## src/design/mpm_ram.sv

```systemverilog
`default_nettype none

module mpm_ram #(
  parameter int DEPTH = 64,
  parameter int WIDTH = 32,
  parameter int READ_DELAY = 2,
  localparam int AW = $clog2(DEPTH)
) (
  input  wire              clk,
  input  wire              we,
  input  wire  [AW-1:0]    waddr,
  input  wire  [WIDTH-1:0] wdata,
  input  wire              re,
  input  wire  [AW-1:0]    raddr,
  output logic [WIDTH-1:0] rdata
);

  logic [WIDTH-1:0] mem [DEPTH];
  logic [WIDTH-1:0] pipe [READ_DELAY];

  always_ff @(posedge clk) begin
    if (we) begin
      mem[waddr] <= wdata;
    end
  end

  // A read in the same cycle as a write to that row sees the old word.
  always_ff @(posedge clk) begin
    if (re) begin
      pipe[0] <= mem[raddr];
    end
    for (int i = 1; i < READ_DELAY; i++) begin
      pipe[i] <= pipe[i-1];
    end
  end

  assign rdata = pipe[READ_DELAY-1];

endmodule

`default_nettype wire

```

## config.mk

```make
export PLATFORM = sky130hd
export DESIGN_NAME = mpm_ram
export DESIGN_NICKNAME = d
export VERILOG_FILES = /design/src/design/mpm_ram.sv
export SDC_FILE = /design/constraint.sdc
export NUM_CORES = 2
export LEC_CHECK = 0
export CORE_ASPECT_RATIO = 1.1
export CORE_MARGIN = 4
export CORE_UTILIZATION = 39
export CTS_CLUSTER_SIZE = 40
export DETAILED_ROUTE_END_ITERATION = 7
export DONT_BUFFER_PORTS = 1
export PLACE_DENSITY_LB_ADDON = 0.3
export SYNTH_ARGS = -nofsm -noshare
export SYNTH_HDL_FRONTEND = slang
export SYNTH_SLANG_ARGS = --single-unit
```

## constraint.sdc

```tcl
create_clock -name clk -period 3.5 [get_ports clk]
set_input_delay 0.35 -clock clk [delete_from_list [all_inputs] [get_ports clk]]
set_output_delay 0.35 -clock clk [all_outputs]
set_load 0.01 [all_outputs]
```

==> results.py <==
metrics = {
    "detailed_routing": {
        "drt-vias-per-instance": 5.73,
        "drc_errors": 0,
        "vias": 37400,
        "wire_per_inst_microns": 32.8,
        "ant_nets": 0,
        "first_pass_iters": 7,
        "drtIter0Drc": 4685,
        "wl_mm": 214,
    },
    "finish": {
        "final_common_cell": "edfxtp_1",
        "drive_gt1_frac": 0.278,
        "final_cell_mix": "edfxtp_1 (2080), mux4_2 (512), clkbuf_16 (209), a22oi_1 (116), buf_4 (112)",
        "fin_nets": 3674,
        "final_util": 0.452,
        "fillers": 16800,
        "final_cells": 6529,
        "syn_to_final_growth_pct": 15.0,
        "fin_area_sq_um": 91400,
    },
    "clocking": {
        "clk_root_buffer_cell": "clkbuf_16",
        "path_clk_slew_ns": 0.06,
        "clock_latency_ns": 0.87,
        "htreeDepth": 4,
        "numClockSinks": 2112,
        "numCtsBuffers": 207,
        "tritoncts": "done",
        "cts_max_path_buffers": 3,
    },
    "synthesis": {
        "ys_seq_area_frac": 0.794,
        "syn_nets": 3489,
        "async_flop_share": 0,
        "netlist_area_sq_um": 79500,
        "synth_top_area_frac": 0.786,
        "yosys_warnings": 0,
        "yosysTopAreaCell": "edfxtp_1",
        "synth_edf_count": 2080,
        "ys_types": 31,
        "synth.avg_cell_area_sq_um": 23.1,
        "ys_ff_latch": 2112,
        "synth.area.top_cells": "edfxtp_1 (79%), mux4_2 (15%), a22oi_1 (1.1%), dfxtp_1 (0.81%), o22ai_1 (0.71%)",
        "syn_inst": 3442,
        "synth_flop_cell": "edfxtp_1",
    },
    "floorplan": {
        "row_count": 173,
        "initial_core_util": 0.393,
        "fp.dieH_microns": 482,
        "die_area_sq_um": 211000,
        "die_w_microns": 439,
        "io_pins": 79,
        "core_sq_um": 202000,
    },
    "sta": {
        "post-route-period-util": 0.819,
        "fin_crit_ns": 2.87,
        "fmax_mhz": 349,
        "slew_headroom": -0.00226,
        "hold_violations": 0,
        "drv_slew": 6,
        "worst_pin_slew_ns": 1.50,
        "setup_viol": 0,
        "grt_setup_unrepaired": "false",
        "fin_skew_ns": 0.0652,
        "fin_tns_setup_ns": 0,
    },
    "setup_path": {
        "ff2ff_setup_slack_ns": 0.92,
        "worstPathCellList": "mux4_2, a22oi_1, nand2_1, o22ai_1, nor2_1",
        "ff2ff_path_depth": 4,
        "worst_setup_path_start_kind": "input port",
        "cp_max_fo": 512,
        "critPathCaptureType": "flip-flop",
        "cpMaxStageDelayCell": "mux4_2",
        "worstPathArrival_ns": 3.44,
        "cpPeakStageDelay_ns": 0.97,
        "required_ns": 4.08,
        "worstSetupPathType": "in -> reg",
    },
    "hold_path": {
        "min_path_cells": 3,
        "worstHoldPathType": "in -> reg",
    },
    "global_route": {
        "top_usage_layer": "met2",
        "grtUsageMet2": 0.336,
        "gr-usage-met1": 0.268,
        "grt_max_degree": 513,
        "grt_overflow": 0,
        "grt_first_pass_wirelength_mm": 299,
        "grt_pass1_vias": 37900,
        "met3_usage": 0.0419,
        "grt_usage": 0.203,
        "grt_antenna_before_repair": 19,
    },
    "placement": {
        "hpwl_mm": 113,
        "place.gp.congestion": 0.803,
        "dp.cells": 6059,
        "dpl_cell_area_sq_um": 83300,
        "io_buffers": 0,
    },
    "power_and_ir_drop": {
        "ir_drop_v": 0.000501,
        "powerDensity_nw_per_um2": 576,
        "finalPower_mw": 52.7,
        "p_leak_nw": 28.2,
    },
    "run": {
        "maxCapViolations": 0,
    },
    "run_status": {
        "status": "finished, violations left",
        "violations": "slew limit",
    },
}
cell usage after synthesis (3+ instances only):
library cell     n
a21oi_1         55
a22oi_1        116
buf_1           22
buf_2           56
buf_4           70
buf_6            4
clkbuf_1        66
dfxtp_1         32
edfxtp_1      2080
mux2_2          20
mux2i_1         47
mux4_2         512
nand2_1         64
nand2b_1         7
nand3_1         10
nand3b_1         6
nor2_1         126
nor2b_1          8
nor3_1           6
o221ai_1        27
o22ai_1         90
or2_2            3
or3b_2           5
metal layers:
layer | routed length (microns) | vias to the layer above
li1 | - | 15000
met1 | 82600 | 20500
met2 | 107000 | 1566
met3 | 17000 | 311
met4 | 7290 | 2
met5 | 11 | -
layout make-up:
type | instances | area [sq um] | share of cell area
Sequential cell | 2112 | 63100 | 0.690
Multi-Input combinational cell | 1111 | 15700 | 0.172
Clock buffer | 252 | 5450 | 0.0596
Tap cell | 2712 | 3390 | 0.0371
Timing Repair Buffer | 194 | 2360 | 0.0258
Clock inverter | 137 | 1340 | 0.0146
Antenna cell | 10 | 25.0 | 0.000274
Inverter | 1 | 3.75 | 0.0000411
cell families (layout without fill, tap and decap cells):
| logic type | count (synthesis) | after routing | share of synthesized area |
|---|---|---|---|
| buffers and inverters | 219 | 584 | 0.0149 |
| other | 0 | 10 | 0 |
| and+or+nand+nor | 242 | 242 | 0.0131 |
| AOI/OAI and AO/OA | 290 | 290 | 0.0247 |
| DFF | 2112 | 2112 | 0.794 |
| muxes | 579 | 579 | 0.154 |
state kept, by name, summed over array words and instances, names as in the netlist:
signal,count
pipe,64
mem,2048
critical path: cells and delay by family:
kind	cells	cell delay [ns]
AO/OA/AOI/OAI	2	1.15
multiplexers	1	0.97
AND/OR/NAND/NOR	2	0.28
stage by stage:
| stage | hold WS [ns] | setup WS [ns] |
|---|---|---|
| after CTS | 0.00822 | 0.986 |
| after global routing | 0.0973 | 0.912 |
| after floorplan | 0.323 | 0.531 |
| after detailed placement | 0.349 | 0.418 |
| after global placement | 0.346 | 0.411 |
| final | 0.126 | 0.633 |
worst paths after layout:
check / start / end
worst max-delay path: raddr[0] / pipe[0][19]
worst min-delay path: raddr[4] / pipe[0][5]
worst max register to register: mem[40][31] / pipe[0][31]
worst min register to register: pipe[0][5] / pipe[0][37]
what timing repair did:
item                                    CTS  global route
gates resized for setup                   0             0
buffers inserted                          0             0
hold buffers                             71             0
endpoints found under the hold margin  2105             0
power breakdown:
group | switching [mW] | leakage, nW | total, mW | internal [mW]
registers | 0.168 | 19.0 | 28.2 | 28.0
clock network | 9.58 | 3.32 | 22.2 | 12.6
logic | 1.33 | 5.90 | 2.31 | 0.976
Note: power is estimated with default switching activity, not from simulation.
