$ cat src/design/mpm_resp_if.sv
`default_nettype none

interface mpm_resp_if #(
  parameter int WIDTH = 32
) ();

  logic             resp_valid1;
  logic [WIDTH-1:0] resp_data1;
  logic             resp_evict; // Port 1 word belongs to a cache write-back.
  logic             resp_valid2;
  logic [WIDTH-1:0] resp_data2;

  modport source (
    output resp_valid1, resp_data1, resp_evict, resp_valid2, resp_data2
  );

  modport sink (
    input resp_valid1, resp_data1, resp_evict, resp_valid2, resp_data2
  );

endinterface

`default_nettype wire

$ cat src/design/mpm_read_return.sv
`default_nettype none

module mpm_read_return #(
  parameter int WIDTH = 32
) (
  input  wire              clk,
  input  wire              rst_n,
  mpm_resp_if.sink         resp,
  output logic             rd_valid1,
  output logic [WIDTH-1:0] rd_data1,
  output logic             rd_valid2,
  output logic [WIDTH-1:0] rd_data2
);

  always_ff @(posedge clk) begin
    if (!rst_n) begin
      rd_valid1 <= 1'b0;
      rd_valid2 <= 1'b0;
    end else begin
      rd_valid1 <= resp.resp_valid1 && !resp.resp_evict; // Write-back words stay internal.
      rd_valid2 <= resp.resp_valid2;
    end
  end

  // Data only moves when a word comes back, so it holds between reads.
  always_ff @(posedge clk) begin
    if (resp.resp_valid1) begin
      rd_data1 <= resp.resp_data1;
    end
    if (resp.resp_valid2) begin
      rd_data2 <= resp.resp_data2;
    end
  end

endmodule

`default_nettype wire

$ cat src/flat_wrapper.sv
// flat-port wrapper written by rule: the top's interface ports become plain ports
module mpm_read_return_flat 
#(
  parameter int WIDTH = 32
)
  (clk, rst_n, rd_valid1, rd_data1, rd_valid2, rd_data2, resp_resp_valid1, resp_resp_data1, resp_resp_evict, resp_resp_valid2, resp_resp_data2);
  mpm_resp_if #(.WIDTH(WIDTH)) resp_i ();
  input  wire clk;
  input  wire rst_n;
  output logic rd_valid1;
  output logic [WIDTH-1:0] rd_data1;
  output logic rd_valid2;
  output logic [WIDTH-1:0] rd_data2;
  input wire logic [$bits(resp_i.resp_valid1)-1:0] resp_resp_valid1;
  input wire logic [$bits(resp_i.resp_data1)-1:0] resp_resp_data1;
  input wire logic [$bits(resp_i.resp_evict)-1:0] resp_resp_evict;
  input wire logic [$bits(resp_i.resp_valid2)-1:0] resp_resp_valid2;
  input wire logic [$bits(resp_i.resp_data2)-1:0] resp_resp_data2;
  assign resp_i.resp_valid1 = resp_resp_valid1;
  assign resp_i.resp_data1 = resp_resp_data1;
  assign resp_i.resp_evict = resp_resp_evict;
  assign resp_i.resp_valid2 = resp_resp_valid2;
  assign resp_i.resp_data2 = resp_resp_data2;
  mpm_read_return #(.WIDTH(WIDTH)) u_core (.clk(clk), .rst_n(rst_n), .resp(resp_i), .rd_valid1(rd_valid1), .rd_data1(rd_data1), .rd_valid2(rd_valid2), .rd_data2(rd_data2));
endmodule
$ cat config.mk
export PLATFORM = sky130hd
export DESIGN_NAME = mpm_read_return_flat
export DESIGN_NICKNAME = d
export VERILOG_FILES = /design/src/design/mpm_resp_if.sv /design/src/design/mpm_read_return.sv /design/src/flat_wrapper.sv
export SDC_FILE = /design/constraint.sdc
export NUM_CORES = 1
export LEC_CHECK = 0
export BUFFER_PORTS_ARGS = -buffer_cell sky130_fd_sc_hd__buf_2
export CORE_MARGIN = 2
export CORE_UTILIZATION = 40
export CTS_BUF_LIST = sky130_fd_sc_hd__clkbuf_8 sky130_fd_sc_hd__clkbuf_16
export DETAILED_ROUTE_END_ITERATION = 10
export GPL_TIMING_DRIVEN = 0
export PLACE_DENSITY = 0.8
export SETUP_SLACK_MARGIN = 0.2
export SYNTH_ARGS = -nofsm -noshare
export SYNTH_HDL_FRONTEND = slang
export SYNTH_SLANG_ARGS = --single-unit
$ cat constraint.sdc
create_clock -name clk -period 0.8 [get_ports clk]
set_input_delay 0.16 -clock clk [delete_from_list [all_inputs] [get_ports clk]]
set_output_delay 0.16 -clock clk [all_outputs]
set_load 0.02 [all_outputs]
==> summary.txt <==
Power and ir drop
  – Power Internal: between 0.005 and 0.006 W
  – Clk pwr share: between 30% and 40%
  – Switch share: 22.7%
  – Psw: 0.00172 W
  – VDD IR max: 1.51 mV
  – Gate power share: 13.9%
  – Reg power frac: approximately 56%
  – Pwr dens: 2350 nW/um^2
  – Pleak: 1.39 nW

Timing
  – Slew @ Worst Pin: between 0.4 and 0.5 ns
  – Setup WS post-layout: -0.232 ns
  – Crit path time final: 1.03 ns
  – Final Hold Viols: 0
  – Final Max Tran Viols: 0
  – Fin crit share: 129%
  – FMAX: 0.969 GHz
  – Unrepaired setup endpoints after global routing: true
  – Final setup fails: 66
  – Setup total negative slack: -12.99 ns
  – Slew headroom: 73.2%

Run status
  – Failing checks: setup timing
  – Run status: complete, but fails checks

Synth
  – Syn Nets: 137
  – Sequential fraction of the synthesis area: 99.2%
  – Largest family of logic cells by synthesized area: simple AND/OR/NAND/NOR gates
  – Yosys warnings: 0
  – Syn Area/Cell: 29.1 um^2
  – Mapped Area: 1980 um^2
  – Simple-gate portion of the synthesized area: 0.759%
  – Synth Area in XOR/XNOR: 0%
  – Unique masters post-synth: 4
  – Complex-gate fraction of the synthesized area: 0%
  – FF+latch count, synth: 66
  – Post-Synth Adder-Cell Area: 0%
  – Post-synthesis mux area share: 0%
  – Syn Inst Count: 68

Layout
  – Layout cells sized above 1: 67.4%
  – Total Nets Final: around 280
  – N_diodes: 0
  – Area grow syn2layout: 63.0%
  – Fin cells: 285
  – Design area: 3220 um^2
  – Seq. cell area: 1960 um^2
  – Fillers: about 330
  – Area occupied by multi-input gates: about 15 um^2

Drt
  – Vias per inst: between 4 and 5
  – DRT iter0 DRCs: 44
  – Met2 WL: 2710 um
  – Top Layer Used: met4
  – DRT Pass-1 Iters: 3
  – Met1 Routed Length: approximately 1300 um
  – Antenna-violating nets left: 0
  – Routed WL per cell: approximately 15 um
  – Via Count: 1207
  – Total wire length: 4360 um
  – Metal3 WL: 226 um
  – Number of remaining DRC errors: 0

Worst setup path
  – Crit path launch: u_core.rd_data1[16]
  – Slowest cell delay on critical path: 0.41 ns
  – Worst-path cell chain: buf_6
  – Cell with the largest stage delay on the worst path: edfxtp_1
  – Critical Path AT: 0.87 ns
  – Crit path max-delay family: flip-flops
  – WP buf/inv: 1
  – Critical path type: reg2out
  – CP Capture Type: output pin
  – Critical Path RT: 0.64 ns
  – Setup crit start kind: flop
  – Worst-path maximum fanout: 1

Hold path
  – Hold worst-path end: u_core.rd_data1[14]
  – Worst hold path depth: 1
  – Hold Crit Start: resp_resp_data1[14]
  – Hold crit path type: in2reg

Global routing
  – Antenna violations before repair: 0
  – Vias in the first global route: around 1200
  – Global-route wire length before repair: 5800 um
  – Total grt overflow: 0
  – Largest net degree at the start of global routing: 34
  – GRT Total Usage: 15.1%

Floorplan
  – Die ar.: around 5500 um^2
  – Rows: 25
  – Die X-Extent: 74.3 um
  – Starting Density: 41.6%
  – Core ar.: 4750 um^2
  – Die height: approximately 74 um
  – IO Pins: 135

Place
  – Placer Congestion: roughly 0.69
  – Cell Area, Placed: 2730 um^2
  – Placed Cells: between 200 and 300
  – IO Port Bufs: 134

Clock network
  – Num CTS Buffers: 9
  – CTS tree: built
  – H-tree levels: 3
  – Clk root buf: clkbuf_8
  – Clock buffer depth: 2
  – TritonCTS Sinks: 66
  – Clk slew on worst S/H paths: around 0.070 ns

Flow run
  – MaxCap Viol Count: 0
## per-layer routing
| metal | vias to the layer above | GRT usage (%) |
|---|---|---|
| met2 | 57 | 26.1 |
| li1 | 562 | - |
| met4 | 0 | 9.33 |
| met3 | 8 | 5.56 |
| met5 | - | 0 |
| met1 | 580 | 15.4 |
## how the worst max path moves through the flow
stage,end,slack [ns],depth (start not counted)
2_1_floorplan,rd_data1[0],0.19,0
3_5_place_dp,u_core.rd_data1[31],-0.30,1
3_3_place_gp,u_core.rd_data1[17],-0.27,1
4_1_cts,rd_data1[23],-0.26,1
6_report,rd_data1[16],-0.23,1
5_1_grt,rd_data1[1],-0.28,1
## flip-flops by register name (all words and copies together), names as in the netlist
| register | count |
|---|---|
| u_core.rd_valid1 | 1 |
| u_core.rd_valid2 | 1 |
| u_core.rd_data2 | 32 |
| u_core.rd_data1 | 32 |
## power groups by stage
| stage | clock network, W | registers (W) | logic, W |
|---|---|---|---|
| finish | 0.00231 | 0.00421 | 0.00105 |
| global route | 0.00256 | 0.00423 | 0.00111 |
| CTS | 0.00242 | 0.00417 | 0.000918 |
| detailed placement | 0 | 0.00423 | 0.000830 |
| global placement | 0 | 0.00421 | 0.000813 |
| floorplan | 0 | 0.00459 | 0.00000337 |
## metrics by stage
step | utilization (%) | hold slack, ns | power [W] | setup slack [ns]
after floorplan | - | 0.259 | 0.00459 | 0.191
after global placement | 57.4 | 0.337 | 0.00502 | -0.274
after detailed placement | 57.4 | 0.338 | 0.00506 | -0.302
after CTS | 63.7 | -0.00710 | 0.00751 | -0.257
after global routing | 67.8 | -0.0164 | 0.00790 | -0.281
final | 67.8 | 0.0144 | 0.00757 | -0.232
## placed cells by master (no fill, tap or decap)
cell type	n
clkbuf_8	11
dfxtp_2	2
and2_1	1
inv_1	5
edfxtp_1	64
and3b_1	1
buf_2	82
buf_4	2
buf_6	50
## cells in the mapped netlist, drive strengths merged
cell type  count  area [um^2]
edfxtp        64         1920
dfxtp          2         40.0
and2           1         6.26
and3b          1         8.76
## logic make-up after synthesis
kind of cell  Yosys count
flops                  66
simple gates            2
## final cells by class
type                            count  share of cell area (%)
Timing Repair Buffer              134                    30.7
Tap cell                           67                    2.60
Sequential cell                    66                    61.0
Clock buffer                       11                    4.70
Clock inverter                      5                   0.583
Multi-Input combinational cell      2                   0.466
## repair_timing
item	CTS	global route
hold endpoints to repair	23	34
resized for setup	42	62
setup buffers	0	0
endpoints found under the setup margin	132	66
cloned	0	0
Note: power is estimated with default switching activity, not from simulation.
