[src/design/mpm_pkg.sv]
`default_nettype none

package mpm_pkg;

  localparam int MAP_BANK_W = 3; // Wide enough for up to 8 main banks.

  typedef enum logic [1:0] {
    ST_RUN,
    ST_EVICT_RD,
    ST_EVICT_WR
  } map_state_e;

  typedef enum logic {
    SRC_BANK,
    SRC_CACHE
  } rd_src_e;

  // One entry per row, naming the bank whose newest word sits in the cache.
  typedef struct packed {
    logic                  valid;
    logic [MAP_BANK_W-1:0] bank;
  } map_entry_t;

endpackage

`default_nettype wire

[src/design/mpm_access_if.sv]
`default_nettype none

interface mpm_access_if import mpm_pkg::*; #(
  parameter int WIDTH = 32,
  parameter int NUMVBNK = 8,
  parameter int NUMVROW = 64,
  localparam int BVB = $clog2(NUMVBNK),
  localparam int BVR = $clog2(NUMVROW)
) ();

  logic             bank_wr1;
  logic [BVB-1:0]   bank_wr1_bank;
  logic [BVR-1:0]   bank_wr1_row;
  logic [WIDTH-1:0] bank_wr1_data;
  logic             bank_wr2;
  logic [BVB-1:0]   bank_wr2_bank;
  logic [BVR-1:0]   bank_wr2_row;
  logic [WIDTH-1:0] bank_wr2_data;
  logic             cache_wr;
  logic [BVR-1:0]   cache_wr_row;
  logic [WIDTH-1:0] cache_wr_data;
  logic             rd1;
  logic [BVB-1:0]   rd1_bank;
  logic [BVR-1:0]   rd1_row;
  rd_src_e          rd1_src;
  logic             rd2;
  logic [BVB-1:0]   rd2_bank;
  logic [BVR-1:0]   rd2_row;
  rd_src_e          rd2_src;
  logic             evict_rd; // Uses cache read port 1.
  logic [BVR-1:0]   evict_row;

  modport map (
    output bank_wr1, bank_wr1_bank, bank_wr1_row, bank_wr1_data,
    output bank_wr2, bank_wr2_bank, bank_wr2_row, bank_wr2_data,
    output cache_wr, cache_wr_row, cache_wr_data,
    output rd1, rd1_bank, rd1_row, rd1_src, rd2, rd2_bank, rd2_row, rd2_src,
    output evict_rd, evict_row
  );

  modport mux (
    input bank_wr1, bank_wr1_bank, bank_wr1_row, bank_wr1_data,
    input bank_wr2, bank_wr2_bank, bank_wr2_row, bank_wr2_data,
    input cache_wr, cache_wr_row, cache_wr_data,
    input rd1, rd1_bank, rd1_row, rd1_src, rd2, rd2_bank, rd2_row, rd2_src,
    input evict_rd, evict_row
  );

endinterface

`default_nettype wire

[src/design/mpm_map_stage.sv]
`default_nettype none

module mpm_map_stage import mpm_pkg::*; #(
  parameter int WIDTH = 32,
  parameter int NUMVBNK = 8,
  parameter int NUMVROW = 64,
  parameter int READ_DELAY = 2,
  localparam int BVB = $clog2(NUMVBNK),
  localparam int BVR = $clog2(NUMVROW)
) (
  input  wire              clk,
  input  wire              rst_n,
  input  wire              req_valid,
  output logic             req_ready,
  input  wire              rd_en1,
  input  wire  [BVB-1:0]   rd_bank1,
  input  wire  [BVR-1:0]   rd_row1,
  input  wire              rd_en2,
  input  wire  [BVB-1:0]   rd_bank2,
  input  wire  [BVR-1:0]   rd_row2,
  input  wire              wr_en1,
  input  wire  [BVB-1:0]   wr_bank1,
  input  wire  [BVR-1:0]   wr_row1,
  input  wire  [WIDTH-1:0] wr_data1,
  input  wire              wr_en2,
  input  wire  [BVB-1:0]   wr_bank2,
  input  wire  [BVR-1:0]   wr_row2,
  input  wire  [WIDTH-1:0] wr_data2,
  mpm_access_if.map        acc,
  input  wire  [WIDTH-1:0] evict_data
);

  localparam int CW = $clog2(READ_DELAY + 1);

  map_state_e     state;
  map_entry_t     map_q [NUMVROW];
  map_entry_t     ent_w1;
  map_entry_t     ent_w2;
  map_entry_t     ent_r1;
  map_entry_t     ent_r2;
  logic [CW-1:0]  wait_cnt;
  logic [BVB-1:0] evict_bank;
  logic [BVR-1:0] evict_row;
  logic           same_bank;
  logic           w1_main;
  logic           w1_cache;
  logic           hit_w1;
  logic           hit_w2;
  logic           evict_need;
  logic           evict_start;
  logic           evict_wr;
  logic           accept;
  rd_src_e        src1;
  rd_src_e        src2;

  assign ent_w1 = map_q[wr_row1];
  assign ent_w2 = map_q[wr_row2];
  assign ent_r1 = map_q[rd_row1];
  assign ent_r2 = map_q[rd_row2];

  assign same_bank = wr_en1 && wr_en2 && (wr_bank1 == wr_bank2);
  assign w1_main   = wr_en1 && !same_bank;
  assign w1_cache  = same_bank && (wr_row1 != wr_row2); // Same row keeps write 2 only.
  assign hit_w1    = ent_w1.valid && (ent_w1.bank == MAP_BANK_W'(wr_bank1));
  assign hit_w2    = ent_w2.valid && (ent_w2.bank == MAP_BANK_W'(wr_bank2));
  assign evict_need = w1_cache && ent_w1.valid && !hit_w1;

  assign req_ready   = (state == ST_RUN) && !(req_valid && evict_need);
  assign accept      = req_valid && req_ready;
  assign evict_start = (state == ST_RUN) && req_valid && evict_need;
  assign evict_wr    = (state == ST_EVICT_WR);

  assign src1 = (ent_r1.valid && ent_r1.bank == MAP_BANK_W'(rd_bank1)) ? SRC_CACHE : SRC_BANK;
  assign src2 = (ent_r2.valid && ent_r2.bank == MAP_BANK_W'(rd_bank2)) ? SRC_CACHE : SRC_BANK;

  always_ff @(posedge clk) begin
    if (!rst_n) begin
      state    <= ST_RUN;
      wait_cnt <= '0;
    end else begin
      case (state)
        ST_RUN: begin
          if (evict_start) begin
            state    <= ST_EVICT_RD;
            wait_cnt <= '0;
          end
        end
        ST_EVICT_RD: begin
          if (wait_cnt == CW'(READ_DELAY - 1)) begin // Cache word arrives next cycle.
            state <= ST_EVICT_WR;
          end else begin
            wait_cnt <= wait_cnt + 1'b1;
          end
        end
        ST_EVICT_WR: state <= ST_RUN;
        default:     state <= ST_RUN;
      endcase
    end
  end

  always_ff @(posedge clk) begin
    if (!rst_n) begin
      for (int i = 0; i < NUMVROW; i++) begin
        map_q[i] <= '0;
      end
    end else if (accept) begin
      if (wr_en2 && hit_w2) begin
        map_q[wr_row2].valid <= 1'b0; // Bank now holds the newest word.
      end
      if (w1_main && hit_w1) begin
        map_q[wr_row1].valid <= 1'b0;
      end
      if (w1_cache) begin
        map_q[wr_row1].valid <= 1'b1;
        map_q[wr_row1].bank  <= MAP_BANK_W'(wr_bank1);
      end
    end else if (evict_wr) begin
      map_q[evict_row].valid <= 1'b0;
    end
  end

  always_ff @(posedge clk) begin
    if (!rst_n) begin
      acc.bank_wr1 <= 1'b0;
      acc.bank_wr2 <= 1'b0;
      acc.cache_wr <= 1'b0;
      acc.rd1      <= 1'b0;
      acc.rd2      <= 1'b0;
      acc.evict_rd <= 1'b0;
    end else begin
      acc.bank_wr1 <= (accept && w1_main) || evict_wr;
      acc.bank_wr2 <= accept && wr_en2;
      acc.cache_wr <= accept && w1_cache;
      acc.rd1      <= accept && rd_en1;
      acc.rd2      <= accept && rd_en2;
      acc.evict_rd <= evict_start;
    end
  end

  always_ff @(posedge clk) begin
    acc.bank_wr1_bank <= evict_wr ? evict_bank : wr_bank1;
    acc.bank_wr1_row  <= evict_wr ? evict_row : wr_row1;
    acc.bank_wr1_data <= evict_wr ? evict_data : wr_data1;
    acc.bank_wr2_bank <= wr_bank2;
    acc.bank_wr2_row  <= wr_row2;
    acc.bank_wr2_data <= wr_data2;
    acc.cache_wr_row  <= wr_row1;
    acc.cache_wr_data <= wr_data1;
    acc.rd1_bank      <= rd_bank1;
    acc.rd1_row       <= rd_row1;
    acc.rd1_src       <= src1;
    acc.rd2_bank      <= rd_bank2;
    acc.rd2_row       <= rd_row2;
    acc.rd2_src       <= src2;
    acc.evict_row     <= wr_row1;
    if (evict_start) begin
      evict_row  <= wr_row1;
      evict_bank <= BVB'(ent_w1.bank); // Owner of the word being pushed out.
    end
  end

endmodule

`default_nettype wire

[src/flat_wrapper.sv]
// flat-port wrapper written by rule: the top's interface ports become plain ports
module mpm_map_stage_flat import mpm_pkg::*;
#(
  parameter int WIDTH = 32,
  parameter int NUMVBNK = 8,
  parameter int NUMVROW = 64,
  parameter int READ_DELAY = 2,
  localparam int BVB = $clog2(NUMVBNK),
  localparam int BVR = $clog2(NUMVROW)
)
  (clk, rst_n, req_valid, req_ready, rd_en1, rd_bank1, rd_row1, rd_en2, rd_bank2, rd_row2, wr_en1, wr_bank1, wr_row1, wr_data1, wr_en2, wr_bank2, wr_row2, wr_data2, evict_data, acc_bank_wr1, acc_bank_wr1_bank, acc_bank_wr1_row, acc_bank_wr1_data, acc_bank_wr2, acc_bank_wr2_bank, acc_bank_wr2_row, acc_bank_wr2_data, acc_cache_wr, acc_cache_wr_row, acc_cache_wr_data, acc_rd1, acc_rd1_bank, acc_rd1_row, acc_rd1_src, acc_rd2, acc_rd2_bank, acc_rd2_row, acc_rd2_src, acc_evict_rd, acc_evict_row);
  mpm_access_if #(.WIDTH(WIDTH), .NUMVBNK(NUMVBNK), .NUMVROW(NUMVROW)) acc_i ();
  input  wire clk;
  input  wire rst_n;
  input  wire req_valid;
  output logic req_ready;
  input  wire rd_en1;
  input  wire  [BVB-1:0] rd_bank1;
  input  wire  [BVR-1:0] rd_row1;
  input  wire rd_en2;
  input  wire  [BVB-1:0] rd_bank2;
  input  wire  [BVR-1:0] rd_row2;
  input  wire wr_en1;
  input  wire  [BVB-1:0] wr_bank1;
  input  wire  [BVR-1:0] wr_row1;
  input  wire  [WIDTH-1:0] wr_data1;
  input  wire wr_en2;
  input  wire  [BVB-1:0] wr_bank2;
  input  wire  [BVR-1:0] wr_row2;
  input  wire  [WIDTH-1:0] wr_data2;
  input  wire  [WIDTH-1:0] evict_data;
  output wire logic [$bits(acc_i.bank_wr1)-1:0] acc_bank_wr1;
  output wire logic [$bits(acc_i.bank_wr1_bank)-1:0] acc_bank_wr1_bank;
  output wire logic [$bits(acc_i.bank_wr1_row)-1:0] acc_bank_wr1_row;
  output wire logic [$bits(acc_i.bank_wr1_data)-1:0] acc_bank_wr1_data;
  output wire logic [$bits(acc_i.bank_wr2)-1:0] acc_bank_wr2;
  output wire logic [$bits(acc_i.bank_wr2_bank)-1:0] acc_bank_wr2_bank;
  output wire logic [$bits(acc_i.bank_wr2_row)-1:0] acc_bank_wr2_row;
  output wire logic [$bits(acc_i.bank_wr2_data)-1:0] acc_bank_wr2_data;
  output wire logic [$bits(acc_i.cache_wr)-1:0] acc_cache_wr;
  output wire logic [$bits(acc_i.cache_wr_row)-1:0] acc_cache_wr_row;
  output wire logic [$bits(acc_i.cache_wr_data)-1:0] acc_cache_wr_data;
  output wire logic [$bits(acc_i.rd1)-1:0] acc_rd1;
  output wire logic [$bits(acc_i.rd1_bank)-1:0] acc_rd1_bank;
  output wire logic [$bits(acc_i.rd1_row)-1:0] acc_rd1_row;
  output wire logic [$bits(acc_i.rd1_src)-1:0] acc_rd1_src;
  output wire logic [$bits(acc_i.rd2)-1:0] acc_rd2;
  output wire logic [$bits(acc_i.rd2_bank)-1:0] acc_rd2_bank;
  output wire logic [$bits(acc_i.rd2_row)-1:0] acc_rd2_row;
  output wire logic [$bits(acc_i.rd2_src)-1:0] acc_rd2_src;
  output wire logic [$bits(acc_i.evict_rd)-1:0] acc_evict_rd;
  output wire logic [$bits(acc_i.evict_row)-1:0] acc_evict_row;
  assign acc_bank_wr1 = acc_i.bank_wr1;
  assign acc_bank_wr1_bank = acc_i.bank_wr1_bank;
  assign acc_bank_wr1_row = acc_i.bank_wr1_row;
  assign acc_bank_wr1_data = acc_i.bank_wr1_data;
  assign acc_bank_wr2 = acc_i.bank_wr2;
  assign acc_bank_wr2_bank = acc_i.bank_wr2_bank;
  assign acc_bank_wr2_row = acc_i.bank_wr2_row;
  assign acc_bank_wr2_data = acc_i.bank_wr2_data;
  assign acc_cache_wr = acc_i.cache_wr;
  assign acc_cache_wr_row = acc_i.cache_wr_row;
  assign acc_cache_wr_data = acc_i.cache_wr_data;
  assign acc_rd1 = acc_i.rd1;
  assign acc_rd1_bank = acc_i.rd1_bank;
  assign acc_rd1_row = acc_i.rd1_row;
  assign acc_rd1_src = acc_i.rd1_src;
  assign acc_rd2 = acc_i.rd2;
  assign acc_rd2_bank = acc_i.rd2_bank;
  assign acc_rd2_row = acc_i.rd2_row;
  assign acc_rd2_src = acc_i.rd2_src;
  assign acc_evict_rd = acc_i.evict_rd;
  assign acc_evict_row = acc_i.evict_row;
  mpm_map_stage #(.WIDTH(WIDTH), .NUMVBNK(NUMVBNK), .NUMVROW(NUMVROW), .READ_DELAY(READ_DELAY)) u_core (.clk(clk), .rst_n(rst_n), .req_valid(req_valid), .req_ready(req_ready), .rd_en1(rd_en1), .rd_bank1(rd_bank1), .rd_row1(rd_row1), .rd_en2(rd_en2), .rd_bank2(rd_bank2), .rd_row2(rd_row2), .wr_en1(wr_en1), .wr_bank1(wr_bank1), .wr_row1(wr_row1), .wr_data1(wr_data1), .wr_en2(wr_en2), .wr_bank2(wr_bank2), .wr_row2(wr_row2), .wr_data2(wr_data2), .acc(acc_i), .evict_data(evict_data));
endmodule
[config.mk]
export PLATFORM = sky130hd
export DESIGN_NAME = mpm_map_stage_flat
export DESIGN_NICKNAME = d
export VERILOG_FILES = /design/src/design/mpm_pkg.sv /design/src/design/mpm_access_if.sv /design/src/design/mpm_map_stage.sv /design/src/flat_wrapper.sv
export SDC_FILE = /design/constraint.sdc
export NUM_CORES = 1
export LEC_CHECK = 0
export BUFFER_PORTS_ARGS = -buffer_cell sky130_fd_sc_hd__buf_2
export CAP_MARGIN = 20
export CORE_MARGIN = 2
export CORE_UTILIZATION = 45
export CTS_CLUSTER_SIZE = 24
export DETAILED_ROUTE_END_ITERATION = 8
export PLACE_DENSITY = 0.75
export SYNTH_ARGS = -nofsm -noshare
export SYNTH_HDL_FRONTEND = slang
export SYNTH_SLANG_ARGS = --single-unit
[constraint.sdc]
create_clock -name clk -period 6.3 [get_ports clk]
set_input_delay 1.89 -clock clk [delete_from_list [all_inputs] [get_ports clk]]
set_output_delay 1.89 -clock clk [all_outputs]
set_load 0.03 [all_outputs]
==> key figures <==
Power
  • Static leakage: 9.94 nW
  • Pwr/cell area: 252 nW/um^2
  • Worst voltage drop across the vdd grid: 177 uV

Logic synthesis
  • Async SR Flop Fraction: 0%
  • Number of instances in the synthesized netlist: 1845
  • Proportion of synthesized chip area in sequential cells: 47.0%
  • Leading cell types by total area after synthesis: edfxtp_1 34%, mux4_2 24%, dfxtp_1 13%
  • Synth warn: 0
  • Most frequently used flop master after synthesis: edfxtp_1
  • Synthesized Nets: a little under 2000
  • Count leader, synth: edfxtp_1
  • Post-synth EDFFs: 265
  • Cell type with the highest aggregate area in the netlist: edfxtp_1
  • Summed instance area of the synthesized netlist: about 23000 sq um
  • Count of distinct cell types in the synthesized netlist: 70
  • Top-area cell type share of the netlist area: 34.1%
  • Post-synthesis sequential element count: between 400 and 500
  • Mean instance size in the synthesized netlist: approximately 13 sq um
  • Commonest cells post-synth: 265 x edfxtp_1, 244 x mux4_2, 231 x nor2_1

Critical path
  • Crit path top cell by count: buf_6
  • Ordered list of cells on the worst path: buf_6, buf_12, nor2b_2, buf_6, a22oi_2, o32a_1, o2111ai_4, nor4_4, xnor2_2, o31a_1, nor3_2, buf_4
  • Cell at the slowest stage of the critical path: nor4_4
  • Worst Setup SP: wr_row1[2]
  • End of the worst register-to-register path: u_core.map_q[38][1]
  • Path depth of the worst reg2reg path: 11
  • Reg2reg setup slack: 2.29 ns
  • Maximum fanout encountered on the critical timing path: 8
  • Element type at the critical path start: primary input
  • Worst setup path end: req_ready
  • Arrival time worst endpoint: 4.38 ns
  • Crit Path Category: primary input to output port
  • Required @ worst endpoint: around 4.4 ns
  • Delay of the slowest cell on the worst path: 0.36 ns
  • Reg-to-reg startpoint: u_core.map_q[15][0]
  • Critical path capture point type: output port

Floorplanning
  • Count of standard-cell rows: 83
  • I/O pin count: roughly 290
  • Core outline area: 51300 sq um
  • Total die area: 53700 sq um
  • Starting utilization of the core area: 45.5%
  • Overall die height: ~230 um
  • Die outline width: 232 um

Detailed routing
  • Detailed-route DRC error count: 0
  • Initial DRC count: 3636
  • Final WL: between 100000 and 150000 um
  • Number of optimization iterations in the first detailed-route pass: 6
  • Via-per-instance ratio: a little over 7
  • Average wire per standard cell: 35.5 um
  • Vias after detailed routing: 20200
  • Routed Antenna Nets: 0

STA
  • Total of endpoints with negative setup slack in the final report: 0
  • Maximum clock frequency: 160 MHz
  • Setup repair after global routing missed its margin: true
  • Clock Skew: approximately 0.038 ns
  • Fin Hold WS: 0.484 ns
  • Final Hold Vio Count: 0
  • Time the final worst path needs with I/O delays and setup: between 6 and 7 ns
  • Setup Total Neg Slack: 0 ns
  • Slew at the pin closest to its max-slew limit: 1.21 ns
  • Fin. max-slew vios: 0
  • Rel. slew slack: 19.6%
  • Share of the cycle needed by the critical path after routing: 99.5%

Run
  • Count of max-cap constraint violations: 0

Outcome
  • Result of the run: complete, no violations

Clock network
  • Root Driver: clkbuf_16
  • Sinks on the clock net: between 400 and 500
  • Post-cts hold buffer count: 0
  • Number of buffers created by CTS: 44
  • Clock tree from TritonCTS: done
  • Clock transition at path regs: 0.06 ns
  • Clock insertion delay at the later pin of the skew report: 0.60 ns
  • Clock buffer depth: 3
  • Depth of the CTS H-tree: 2

Global route
  • Maximum number of pins on one net before global-route repair: 83
  • Global-route wire length before repair: 142000 um
  • GRT Overall Usage: 37.4%
  • Gr ovfl total: 0
  • Number of antenna violations at the first check in global routing: 11
  • Vias in the first global route: roughly 19000

Finish
  • Fraction of layout cells with a size suffix above 1: 38.7%
  • Area delta synth->final: 19.7%
  • Post-Route Utilization: 54.4%
  • Final instance count without filler cells: 2848
  • Design Area, Final: between 20000 and 30000 sq um
  • Area of the multi-input gates: 11600 sq um
  • Register cell area after layout: around 11000 sq um
  • # nets final: 2268
  • Filler cell count in the final layout: around 4400

Placed design
  • Global placer's final weighted congestion: 1.07
  • Count of buffers inserted at the top-level ports: 291
  • DPL Wire Length: 72500 um
  • Cell Count Post-Placement: 2755
  • Cell area after placement: 26100 sq um

Min path
  • Worst Hold Class: flip-flop to flip-flop
  • Hold Path Depth: 1
-- flip-flops by register name, summed over array words and instances (netlist names), 2 cells and up --
register and cells:
u_core.acc.cache_wr_data 32, u_core.acc.bank_wr2_data 32, u_core.acc.bank_wr2_row 6, u_core.acc.rd2_bank 3, u_core.acc.rd1_row 6, u_core.evict_bank 3, u_core.acc.bank_wr1_bank 3, u_core.acc.bank_wr1_data 32
u_core.acc.bank_wr2_bank 3, u_core.acc.cache_wr_row 6, u_core.acc.bank_wr1_row 6, u_core.map_q 256, u_core.acc.rd2_row 6, u_core.acc.rd1_bank 3, u_core.state 2, u_core.wait_cnt 2
u_core.evict_row 6
-- routing by layer --
| metal | track usage (%) | wire (um) |
|---|---|---|
| met5 | 0 | 80 |
| met3 | 15.0 | 15700 |
| met1 | 47.9 | 35500 |
| met4 | 21.7 | 6790 |
| met2 | 53.5 | 43200 |
-- worst min path at each step --
stage / end / slack, ns / startpoint
floorplan: u_core.acc.bank_wr1_bank[0] / 0.45 / u_core.evict_bank[0]
global placement: u_core.acc.bank_wr1_bank[2] / 0.47 / u_core.evict_bank[2]
detailed placement: u_core.acc.bank_wr1_bank[2] / 0.47 / u_core.evict_bank[2]
CTS: u_core.acc.bank_wr1_bank[2] / 0.49 / u_core.evict_bank[2]
global route: u_core.acc.bank_wr1_bank[2] / 0.50 / u_core.evict_bank[2]
finish: u_core.acc.bank_wr1_bank[2] / 0.48 / u_core.evict_bank[2]
-- power breakdown --
part	total (W)	switching (W)	internal [W]
clock	0.00270	0.00112	0.00158
sequential	0.00312	0.000121	0.00300
combinational	0.00120	0.000704	0.000493
total	0.00702	0.00194	0.00508
-- logic make-up (layout without fill, tap and decap cells) --
group / after synthesis / in the layout / synth area share (%)
compound gates: 308 / 308 / 9.26
xor+xnor: 19 / 19 / 0.713
fa+ha+maj: 1 / 1 / 0.0536
buf+inv: 212 / 529 / 3.95
flops: 415 / 415 / 47.0
mux: 342 / 342 / 28.0
other cells: 0 / 5 / 0
simple gates: 548 / 549 / 11.1
-- cell usage in the layout (no fill, tap or decap), types with 8 or more instances in the layout --
cell / Yosys / layout
buf_2: 41 / 282
clkbuf_16: 0 / 51
mux2_2: 45 / 45
buf_12: 0 / 22
clkbuf_1: 109 / 12
xor2_1: 12 / 12
nand3_1: 16 / 15
nor2b_1: 18 / 15
edfxtp_1: 265 / 265
mux2i_1: 52 / 51
inv_1: 11 / 11
or3_1: 9 / 9
a22oi_1: 34 / 32
mux4_2: 244 / 244
o21ai_1: 59 / 59
nand4b_1: 8 / 8
or4bb_1: 8 / 8
nand4_1: 16 / 16
a41oi_1: 14 / 14
o221ai_1: 54 / 54
o22ai_1: 26 / 23
a21oi_1: 22 / 16
a221o_1: 12 / 12
nor3_1: 89 / 86
buf_4: 12 / 122
nand2_1: 104 / 104
dfxtp_1: 150 / 150
nor2_1: 231 / 230
a31oi_1: 9 / 8
o21ai_0: 33 / 33
-- area by class of cell --
| type | count | area share [%] |
|---|---|---|
| Antenna cell | 5 | 0.0448 |
| Inverter | 13 | 0.184 |
| Clock inverter | 13 | 0.493 |
| Timing Repair Buffer | 435 | 10.4 |
| Clock buffer | 68 | 4.90 |
| Tap cell | 680 | 3.05 |
| Sequential cell | 415 | 39.2 |
| Multi-Input combinational cell | 1219 | 41.7 |
-- worst max-delay path, delay by kind of cell --
kind	cells	cell delay, ns
buffers and inverters	4	0.65
xor gates and xnor gates	1	0.13
and+or+nand+nor	3	0.73
AOI/OAI and AO/OA	4	0.97
-- timing repair --
action,in CTS,in global routing
endpoints found under the setup margin,1,1
pin swaps,1,15
gates cloned,0,3
gates resized for setup,7,39
setup buffers,0,5
-- through the flow --
step	total power [W]	setup slack (ns)
after floorplan	0.00382	0.256
after global placement	0.00429	-0.129
after detailed placement	0.00430	-0.153
after CTS	0.00698	0.00105
after global routing	0.00718	-0.00912
final	0.00702	0.0328
Note: power is estimated with default switching activity, not from simulation.
